--- config.mk ---
export PLATFORM = sky130hd
export DESIGN_NAME = fetch_queue
export DESIGN_NICKNAME = d
export VERILOG_FILES = /design/src/verilog/fq_geom_pkg.sv /design/src/verilog/fq_insn_pkg.sv /design/src/verilog/dispatch_ctrl.sv /design/src/verilog/fetch_packer.sv /design/src/verilog/fetch_queue.sv /design/src/verilog/multi_fifo.sv
export SDC_FILE = /design/constraint.sdc
export NUM_CORES = 2
export LEC_CHECK = 0
export CELL_PAD_IN_SITES_DETAIL_PLACEMENT = 2
export CELL_PAD_IN_SITES_GLOBAL_PLACEMENT = 2
export CORE_MARGIN = 2
export CORE_UTILIZATION = 49
export CTS_CLUSTER_DIAMETER = 30
export DETAILED_ROUTE_END_ITERATION = 10
export DONT_BUFFER_PORTS = 1
export HOLD_SLACK_MARGIN = 0.06
export PLACE_DENSITY = 0.95
export SLEW_MARGIN = 20
export SYNTH_ARGS = -nofsm -noshare
export SYNTH_HDL_FRONTEND = slang
export SYNTH_SLANG_ARGS = --single-unit
--- constraint.sdc ---
create_clock -name clk -period 17.32 [get_ports clk]
set_input_delay 3.464 -clock clk [delete_from_list [all_inputs] [get_ports clk]]
set_output_delay 3.464 -clock clk [all_outputs]
set_load 0.03 [all_outputs]
--- src/verilog/fq_geom_pkg.sv ---
/*
 * fetch queue geometry
 * depth, per-cycle slot widths, and the pointer, count and tag types
 * shared by the packer, the FIFO and the dispatch controller.
 */
package fq_geom_pkg;

  localparam int FQ_DEPTH    = 16;  // queue entries
  localparam int FQ_PUSH_W   = 4;   // fetch slots per cycle
  localparam int FQ_POP_W    = 4;   // dispatch slots per cycle
  localparam int FQ_PTR_BITS = 4;
  localparam int FQ_TAG_BITS = 6;

  // read/write pointer, wraps modulo FQ_DEPTH
  typedef logic [FQ_PTR_BITS-1:0] fq_ptr_t;

  // occupancy, 0..16 so one bit wider than a pointer
  typedef logic [FQ_PTR_BITS:0] fq_cnt_t;

  typedef logic [2:0] slot_cnt_t;  // 0..4 slots

  typedef logic [FQ_TAG_BITS-1:0] seq_tag_t;  // wraps modulo 64

endpackage

--- src/verilog/fq_insn_pkg.sv ---
/*
 * instruction format for the fetch queue
 * opcode enum, the 42-bit instruction word and the fetch and
 * dispatch packets that carry up to four of them per cycle.
 */
package fq_insn_pkg;

  import fq_geom_pkg::*;

  typedef enum logic [2:0] {
    OP_ALU,
    OP_LOAD,
    OP_STORE,
    OP_BRANCH,
    OP_JUMP,
    OP_NOP
  } op_e;

  typedef struct packed {
    op_e         op;
    logic [4:0]  rd;
    logic [4:0]  rs1;
    logic [4:0]  rs2;
    logic [11:0] imm;
    logic [11:0] pc_lo;   // low pc bits, enough to track order in sim
  } insn_t;

  // slots may have gaps in valid
  typedef struct packed {
    logic [FQ_PUSH_W-1:0]  valid;
    insn_t [FQ_PUSH_W-1:0] slot;
  } fetch_pkt_t;

  // valid is always a low thermometer mask
  typedef struct packed {
    logic [FQ_POP_W-1:0]     valid;
    insn_t [FQ_POP_W-1:0]    insn;
    seq_tag_t [FQ_POP_W-1:0] tag;
  } disp_pkt_t;

endpackage

--- src/verilog/dispatch_ctrl.sv ---
/*
 * dispatch controller
 * pops min(available, ready) of the oldest entries each cycle and
 * presents them to dispatch with consecutive sequence tags. the tag
 * counter survives a flush.
 */
module dispatch_ctrl
  import fq_geom_pkg::*;
  import fq_insn_pkg::*;
(
  input  logic                 clk,
  input  logic                 rst_n,
  input  logic                 flush,
  input  slot_cnt_t            disp_ready_cnt,
  input  logic                 empty,
  input  logic [FQ_POP_W-1:1]  almost_empty,
  input  insn_t [FQ_POP_W-1:0] head,
  output logic [FQ_POP_W-1:0]  pop,
  output disp_pkt_t            disp_out
);

  slot_cnt_t avail;     // held entries, capped at 4
  slot_cnt_t pop_cnt;
  seq_tag_t  tag_q;     // tag of the next dispatched slot

  // nested flags, lowest set bit is the exact occupancy
  always_comb begin
    avail = slot_cnt_t'(FQ_POP_W);
    for (int i = FQ_POP_W - 1; i >= 1; i--) begin
      if (almost_empty[i]) avail = slot_cnt_t'(i);
    end
    if (empty) avail = '0;
  end

  always_comb begin
    if (flush) begin
      pop_cnt = '0;  // queue is being dropped
    end else if (avail < disp_ready_cnt) begin
      pop_cnt = avail;
    end else begin
      pop_cnt = disp_ready_cnt;
    end
  end

  always_comb begin
    for (int i = 0; i < FQ_POP_W; i++) begin
      pop[i] = (pop_cnt > slot_cnt_t'(i));
    end
  end

  always_comb begin
    disp_out.valid = pop;
    disp_out.insn  = head;
    for (int i = 0; i < FQ_POP_W; i++) begin
      disp_out.tag[i] = tag_q + seq_tag_t'(i);
    end
  end

  always_ff @(posedge clk or negedge rst_n) begin
    if (!rst_n) begin
      tag_q <= '0;
    end else begin
      tag_q <= tag_q + seq_tag_t'(pop_cnt);  // wraps mod 64
    end
  end

endmodule

--- src/verilog/fetch_packer.sv ---
/*
 * fetch packer
 * squeezes the valid slots of a fetch packet toward slot 0 in fetch
 * order, and accepts the packet only when the queue has room for all
 * of them. free space comes from the registered FIFO flags.
 */
module fetch_packer
  import fq_geom_pkg::*;
  import fq_insn_pkg::*;
(
  input  fetch_pkt_t            fetch_in,
  input  logic                  flush,
  input  logic                  full,
  input  logic [FQ_PUSH_W-1:1]  almost_full,
  output logic                  fetch_accept,
  output logic [FQ_PUSH_W-1:0]  push,
  output insn_t [FQ_PUSH_W-1:0] push_data
);

  slot_cnt_t             n_valid;
  slot_cnt_t             free_cap;   // free entries, capped at 4
  insn_t [FQ_PUSH_W-1:0] packed_slots;
  logic [FQ_PUSH_W-1:0]  fill_mask;

  // compaction, keeps fetch order
  always_comb begin
    n_valid      = '0;
    packed_slots = '0;
    for (int i = 0; i < FQ_PUSH_W; i++) begin
      if (fetch_in.valid[i]) begin
        packed_slots[n_valid[1:0]] = fetch_in.slot[i];  // n_valid <= i here
        n_valid = n_valid + 3'd1;
      end
    end
  end

  // flags are nested, the lowest set bit gives the exact free space
  always_comb begin
    free_cap = slot_cnt_t'(FQ_PUSH_W);
    for (int i = FQ_PUSH_W - 1; i >= 1; i--) begin
      if (almost_full[i]) free_cap = slot_cnt_t'(i);
    end
    if (full) free_cap = '0;
  end

  always_comb begin
    for (int i = 0; i < FQ_PUSH_W; i++) begin
      fill_mask[i] = (n_valid > slot_cnt_t'(i));
    end
  end

  // an empty packet is always accepted, except during flush
  assign fetch_accept = !flush && (free_cap >= n_valid);

  assign push      = fetch_accept ? fill_mask : '0;
  assign push_data = packed_slots;

endmodule

--- src/verilog/fetch_queue.sv ---
/*
 * instruction fetch queue
 * fetch packets are compacted and pushed into a 16-entry FIFO, then
 * drained toward dispatch as tagged groups of up to four.
 */
module fetch_queue
  import fq_geom_pkg::*;
  import fq_insn_pkg::*;
(
  input  logic       clk,
  input  logic       rst_n,
  input  logic       flush,
  input  fetch_pkt_t fetch_in,
  output logic       fetch_accept,
  input  slot_cnt_t  disp_ready_cnt,
  output disp_pkt_t  disp_out
);

  logic [FQ_PUSH_W-1:0]  push;
  insn_t [FQ_PUSH_W-1:0] push_data;
  logic [FQ_POP_W-1:0]   pop;
  insn_t [FQ_POP_W-1:0]  head;
  logic                  full;
  logic [FQ_PUSH_W-1:1]  almost_full;
  logic                  empty;
  logic [FQ_POP_W-1:1]   almost_empty;

  fetch_packer i_fetch_packer (
    .fetch_in     (fetch_in),
    .flush        (flush),
    .full         (full),
    .almost_full  (almost_full),
    .fetch_accept (fetch_accept),
    .push         (push),
    .push_data    (push_data)
  );

  multi_fifo i_multi_fifo (
    .clk          (clk),
    .rst_n        (rst_n),
    .clear        (flush),      // flush drops everything at the edge
    .push         (push),
    .datain       (push_data),
    .pop          (pop),
    .dataout      (head),
    .full         (full),
    .almost_full  (almost_full),
    .empty        (empty),
    .almost_empty (almost_empty)
  );

  dispatch_ctrl i_dispatch_ctrl (
    .clk            (clk),
    .rst_n          (rst_n),
    .flush          (flush),
    .disp_ready_cnt (disp_ready_cnt),
    .empty          (empty),
    .almost_empty   (almost_empty),
    .head           (head),
    .pop            (pop),
    .disp_out       (disp_out)
  );

endmodule

--- src/verilog/multi_fifo.sv ---
/*
 * multi-push / multi-pop FIFO
 * 16 instruction entries; up to four pushes and four pops per cycle.
 * push and pop masks are low thermometer masks and are trusted, so
 * overflow and underflow are prevented upstream. occupancy flags are
 * decoded from the registered count only.
 */
module multi_fifo
  import fq_geom_pkg::*;
  import fq_insn_pkg::*;
(
  input  logic                  clk,
  input  logic                  rst_n,
  input  logic                  clear,
  input  logic [FQ_PUSH_W-1:0]  push,
  input  insn_t [FQ_PUSH_W-1:0] datain,
  input  logic [FQ_POP_W-1:0]   pop,
  output insn_t [FQ_POP_W-1:0]  dataout,
  output logic                  full,
  output logic [FQ_PUSH_W-1:1]  almost_full,
  output logic                  empty,
  output logic [FQ_POP_W-1:1]   almost_empty
);

  insn_t     mem [FQ_DEPTH];
  fq_ptr_t   wptr;
  fq_ptr_t   rptr;
  fq_cnt_t   count;
  slot_cnt_t push_cnt;
  slot_cnt_t pop_cnt;
  fq_ptr_t   wr_slot [FQ_PUSH_W];  // wptr + i, wrapped
  fq_ptr_t   rd_slot [FQ_POP_W];   // rptr + i, wrapped

  always_comb begin
    push_cnt = '0;
    for (int i = 0; i < FQ_PUSH_W; i++) begin
      push_cnt = push_cnt + slot_cnt_t'(push[i]);
    end
  end

  always_comb begin
    pop_cnt = '0;
    for (int i = 0; i < FQ_POP_W; i++) begin
      pop_cnt = pop_cnt + slot_cnt_t'(pop[i]);
    end
  end

  always_comb begin
    for (int i = 0; i < FQ_PUSH_W; i++) begin
      wr_slot[i] = wptr + fq_ptr_t'(i);
    end
    for (int i = 0; i < FQ_POP_W; i++) begin
      rd_slot[i] = rptr + fq_ptr_t'(i);
    end
  end

  // pointers wrap naturally at 4 bits
  always_ff @(posedge clk or negedge rst_n) begin
    if (!rst_n) begin
      wptr  <= '0;
      rptr  <= '0;
      count <= '0;
    end else if (clear) begin
      wptr  <= '0;
      rptr  <= '0;
      count <= '0;
    end else begin
      wptr  <= wptr + fq_ptr_t'(push_cnt);
      rptr  <= rptr + fq_ptr_t'(pop_cnt);
      count <= count + fq_cnt_t'(push_cnt) - fq_cnt_t'(pop_cnt);
    end
  end

  // storage
  always_ff @(posedge clk) begin
    for (int i = 0; i < FQ_PUSH_W; i++) begin
      if (push[i]) mem[wr_slot[i]] <= datain[i];
    end
  end

  // oldest entries first
  always_comb begin
    for (int i = 0; i < FQ_POP_W; i++) begin
      dataout[i] = mem[rd_slot[i]];
    end
  end

  assign full  = (count == fq_cnt_t'(FQ_DEPTH));
  assign empty = (count == '0);

  always_comb begin
    for (int i = 1; i < FQ_PUSH_W; i++) begin
      almost_full[i] = (int'(count) + i >= FQ_DEPTH);  // i or fewer free
    end
  end

  always_comb begin
    for (int i = 1; i < FQ_POP_W; i++) begin
      almost_empty[i] = (int'(count) <= i);  // i or fewer held
    end
  end

endmodule
==> results of run 1 <==
-- Yosys cell counts (19+ instances only) --
library cell                 n
sky130_fd_sc_hd__a21o_1     47
sky130_fd_sc_hd__a21oi_1    60
sky130_fd_sc_hd__a221o_1    42
sky130_fd_sc_hd__a22o_1     42
sky130_fd_sc_hd__a22oi_1   290
sky130_fd_sc_hd__a31o_1     28
sky130_fd_sc_hd__a31o_2     43
sky130_fd_sc_hd__and2_1    137
sky130_fd_sc_hd__buf_1     108
sky130_fd_sc_hd__buf_2     107
sky130_fd_sc_hd__clkbuf_1  606
sky130_fd_sc_hd__dfrtp_1    19
sky130_fd_sc_hd__edfxtp_1  672
sky130_fd_sc_hd__ha_1       42
sky130_fd_sc_hd__inv_1      44
sky130_fd_sc_hd__mux4_2    840
sky130_fd_sc_hd__nand2_1   536
sky130_fd_sc_hd__nand2b_1  114
sky130_fd_sc_hd__nor2_1    247
sky130_fd_sc_hd__o211ai_1  387
sky130_fd_sc_hd__o21a_1     84
sky130_fd_sc_hd__o21ai_0   173
sky130_fd_sc_hd__o221ai_1  423
sky130_fd_sc_hd__o22ai_1   110
sky130_fd_sc_hd__o31ai_1   122
sky130_fd_sc_hd__xnor2_1    19
-- per-stage QoR --
step,utilization,instance area (um^2),setup slack (ps),hold WS [ps],cells
2_1_floorplan,-,63700,4910,580,5536
3_3_place_gp,0.505,65300,6190,839,6698
3_5_place_dp,0.505,65300,5820,878,6704
4_1_cts,0.561,72500,5600,949,7089
-- per-layer routing --
metal | global-route usage | overflow
met5 | 0.706 | 1
met4 | 0.849 | 94
met3 | 0.826 | 16
met2 | 0.936 | 86
met1 | 0.862 | 23
-- logic make-up after synthesis --
logic type,Yosys count,synth area share
XOR/XNOR,37,0.00532
multiplexers,848,0.298
flip-flops,691,0.324
AND/OR/NAND/NOR,1107,0.0782
buffers and inverters,871,0.0536
adder cells (fa/ha/maj),50,0.0108
AO/OA/AOI/OAI,1932,0.230
==> results_dict.tcl, run 1 <==
set metrics [dict create \
    run_status "aborted with a tool error" \
    stop_stage "5_1_grt" \
    tool.error "[ERROR GRT-0232] Routing congestion too high. Check the congestion heatmap in the GUI." \
    synth.lib_cells_used.distinct 78 \
    synthCells 5536 \
    synth.top_cells.by_area "sky130_fd_sc_hd__edfxtp_1 (32%), sky130_fd_sc_hd__mux4_2 (30%), sky130_fd_sc_hd__o221ai_1 (5.8%), sky130_fd_sc_hd__o211ai_1 (4.6%), sky130_fd_sc_hd__clkbuf_1 (3.6%)" \
    cts-buffers-inserted 207 \
    grtUsageTotal 0.869 \
    die_width_um 365 \
    grt_overflow_total 220 \
    floorplan.io_pins 375 \
    yosys_most_used_dff "sky130_fd_sc_hd__edfxtp_1" \
    syn_avg_cell_area_um2 11.5 \
    yosysSeqAreaShare 0.324 \
    synth_warnings 0 \
    clock-sinks 691 \
    synth_edf_count 672 \
    maximum_number_of_pins_on_one_net_before_global_route_repair 141 \
    htree_num_levels 4 \
    count_of_buffers_from_port_buffering 0 \
    cts_hold_buf 0 \
    postSynth.asyncResetShare 0.0275 \
    globalplace.congestion 1.03 \
    num_rows 132 \
    post-cts-setup-buffer-count 0 \
    netlist_area_um2 63700 \
    post_cts_resized 0 \
    fp.dieH_um 365 \
    synthDominantCellAreaShare 0.317 \
    hpwl_um 236000 \
    cts_max_path_buffers 3 \
    synthesized_netlist_net_count 5764 \
    cts-root-buf "sky130_fd_sc_hd__clkbuf_16" \
    initial_core_util 0.493 \
    synth.largest_area_cell "sky130_fd_sc_hd__edfxtp_1" \
    antenna_found_initial 68 \
    synth-seq-cells 691 \
]
==> run 2, diff against run 1 <==
Settings changed: CELL_PAD_IN_SITES_DETAIL_PLACEMENT 2 to not set, CELL_PAD_IN_SITES_GLOBAL_PLACEMENT 2 to not set, CORE_UTILIZATION 49 to 40, CTS_CLUSTER_DIAMETER 30 to not set, HOLD_SLACK_MARGIN 0.06 to not set, PLACE_DENSITY 0.95 to not set, PLACE_DENSITY_LB_ADDON set to 0.15.
==> run 2 against run 1 <==
The run now ends clean. Area after synthesis unchanged. Synthesized cell count did not move.
==> results_dict.tcl, run 2 <==
set metrics [dict create \
    dieArea_um2 163000 \
    syn_avg_cell_area_um2 11.5 \
    fp.dieH_um 403 \
    core_area_um2 158000 \
    clk_pin_slew_worst_paths_ps 60 \
    synthAdderAreaFrac 0.0108 \
    synth_top_family_by_area "multiplexers" \
    grt_pass1_wl_um 467000 \
    fmaxAchievable_mhz 88.9 \
    maximum_number_of_pins_on_one_net_before_global_route_repair 156 \
    grt_overflow_total 0 \
    num_rows 146 \
    largest_register_ffs 672 \
    hpwl_um 200000 \
    synth-seq-cells 691 \
    final_max_slew_viol_count 0 \
    synth_top_cells_by_count "sky130_fd_sc_hd__mux4_2 (840), sky130_fd_sc_hd__edfxtp_1 (672), sky130_fd_sc_hd__clkbuf_1 (606), sky130_fd_sc_hd__nand2_1 (536), sky130_fd_sc_hd__o221ai_1 (423)" \
    cts_max_path_buffers 3 \
    worstSkewPairLatency_ps 740 \
    grt_setup_unrepaired "no" \
    cts_hold_buf 0 \
    critical_path_required_ps 13860 \
    yosys_most_used_dff "sky130_fd_sc_hd__edfxtp_1" \
    r2r_cells 12 \
    place.detailed.instances 7075 \
    clock_skew_ps 23.8 \
    pre_cts_slack_ps 6170 \
    critical_path.max_fanout 46 \
    crit_path_cell_trace "inv_1 -> ha_1 -> and2_4 -> nor2_1 -> ha_1 -> and2_4 -> xnor2_4 -> buf_4 -> inv_2 -> ha_1 -> nand2_1 -> o21a_1 -> nor2_1" \
    synthCells 5536 \
    floorplan.io_pins 375 \
    detailroute.via_count 61200 \
    post_cts_resized 0 \
    antenna_found_initial 18 \
    final_nets 5338 \
    synthDominantCellAreaShare 0.317 \
    drive_above_1_share 0.280 \
    finalCritPeriodShare 0.650 \
    initial_core_util 0.402 \
    dr.first_iter.drc_count 12200 \
    postSynth.asyncResetShare 0.0275 \
    synth-compound-area-share 0.230 \
    yosysSeqAreaShare 0.324 \
    final_period_minus_worst_setup_slack_ps 11250 \
    critPathMaxStageDelay_ps 840 \
    layout_setup_ws_ps 6070 \
    post-cts-setup-buffer-count 0 \
    netlist_area_um2 63700 \
    mostFrequentLayoutCell "sky130_fd_sc_hd__mux4_2" \
    first_global_vias 56400 \
    grtUsageTotal 0.412 \
    run_status "finished clean" \
    power_density_nw_per_um2 156 \
    drt.antenna.violating_nets 0 \
    min_path_type "reg2reg" \
    critPathArrivalTime_ps 7790 \
    critical-path-top-cell-by-count "sky130_fd_sc_hd__ha_1" \
    cts-buffers-inserted 88 \
    power.leakage_uw 0.0216 \
    irDropWorstVdd_uv 166 \
    htree_num_levels 3 \
    die_width_um 403 \
    layoutNonFillerInstCount 7271 \
    max_slew.worst_pin.slew_ps 1370 \
    synth_xor_area_frac 0.00532 \
    synth.lib_cells_used.distinct 78 \
    wl_um 344000 \
    hold_violations 0 \
    critical_path.endpoint_type "output port" \
    viasPerCell 8.41 \
    wire_per_inst_um 47.3 \
    finalSetupViolCount 0 \
    remaining_drc_errors 0 \
    timing.setup.critical_path_class "in2out" \
    synth.top_cells.by_area "sky130_fd_sc_hd__edfxtp_1 (32%), sky130_fd_sc_hd__mux4_2 (30%), sky130_fd_sc_hd__o221ai_1 (5.8%), sky130_fd_sc_hd__o211ai_1 (4.6%), sky130_fd_sc_hd__clkbuf_1 (3.6%)" \
    synth.most_common_cell "sky130_fd_sc_hd__mux4_2" \
    synth_warnings 0 \
    cp_slowest_cell "sky130_fd_sc_hd__nor2_1" \
    cts-root-buf "sky130_fd_sc_hd__clkbuf_16" \
    number_of_stages_on_the_worst_hold_path 1 \
    worstSetupStartpointType "input port" \
    tritoncts "yes" \
    clock-sinks 691 \
    synth.largest_area_cell "sky130_fd_sc_hd__edfxtp_1" \
    worst_slew_margin_rel 0.0895 \
    post_synth_mux_area_share 0.298 \
    globalplace.congestion 0.958 \
    simple_gate_share_of_the_synthesized_area 0.0782 \
    count_of_buffers_from_port_buffering 0 \
    synthesized_netlist_net_count 5764 \
    area_delta_synth_final_pct 8.63 \
    synth_edf_count 672 \
    hold_slack_ps 842 \
    setup_tns_ps 0 \
    timing.max_cap.violations 0 \
    commonest_cells_after_routing_fill_and_taps_aside "sky130_fd_sc_hd__mux4_2 (840), sky130_fd_sc_hd__edfxtp_1 (672), sky130_fd_sc_hd__nand2_1 (520)" \
    drtPass1Iterations 7 \
]
-- run 2: cell counts after synthesis --
No cell type changed its count.
-- run 2: cell type report --
cell class | instances | area [um^2]
Clock buffer | 108 | 2390
Multi-Input combinational cell | 3974 | 40400
Timing Repair Buffer | 308 | 2390
Fill cell | 14500 | 89100
Tap cell | 2072 | 2590
Sequential cell | 691 | 20700
Inverter | 47 | 176
Clock inverter | 54 | 529
Antenna cell | 17 | 42.5
-- run 2: path summary, 6_finish.rpt --
| check | start | end | slack, ps |
|---|---|---|---|
| min in group asynchronous | rst_n | i_dispatch_ctrl.tag_q[0]$_DFF_PN0_ | 2410 |
| max in group asynchronous | rst_n | i_multi_fifo.rptr[1]$_DFF_PN0_ | 14820 |
| worst min-delay path | i_dispatch_ctrl.tag_q[4]$_DFF_PN0_ | i_dispatch_ctrl.tag_q[4]$_DFF_PN0_ | 840 |
| worst max register to register | i_multi_fifo.count[4]$_DFF_PN0_ | i_multi_fifo.mem[5][37]$_DFFE_PP_ | 11330 |
| worst min register to register | i_dispatch_ctrl.tag_q[4]$_DFF_PN0_ | i_dispatch_ctrl.tag_q[4]$_DFF_PN0_ | 840 |
| worst max-delay path | fetch_in[168] | fetch_accept | 6070 |
-- run 2: cell families after synthesis --
family / after synthesis
AO/OA/AOI/OAI: 1932
adder cells (fa/ha/maj): 50
AND/OR/NAND/NOR: 1107
XOR/XNOR: 37
buffers and inverters: 871
flip-flops: 691
multiplexers: 848
-- run 2: report_power, final --
group | internal, uW | switching, uW
Clock | 1130 | 840
Sequential | 2130 | 233
Combinational | 2490 | 4010
-- run 2: per-layer routing --
metal / GRT usage / vias to the layer above / wire length [um] / share of wire
li1: - / 22400 / - / -
met1: 0.516 / 30600 / 117000 / 0.34
met2: 0.569 / 6649 / 140000 / 0.41
met3: 0.195 / 1510 / 60200 / 0.18
met4: 0.257 / 12 / 26500 / 0.077
met5: 0.00803 / - / 76 / 0.00022
-- run 2: critical path, delay by kind of cell --
family	cells	cell delay [ps]
compound gates	1	420
simple gates	5	1880
xor+xnor	1	200
buf+inv	3	920
fa+ha+maj	3	840
-- run 2: stage by stage --
step / power (uW) / area [um^2] / utilization
after floorplan: 7010 / 63700 / -
after global placement: 8670 / 66000 / 0.416
after detailed placement: 8710 / 66100 / 0.417
after CTS: 10700 / 69000 / 0.436
after global routing: 11100 / 69200 / 0.437
final: 10800 / 69200 / 0.437
(Power assumes the default switching activity.)
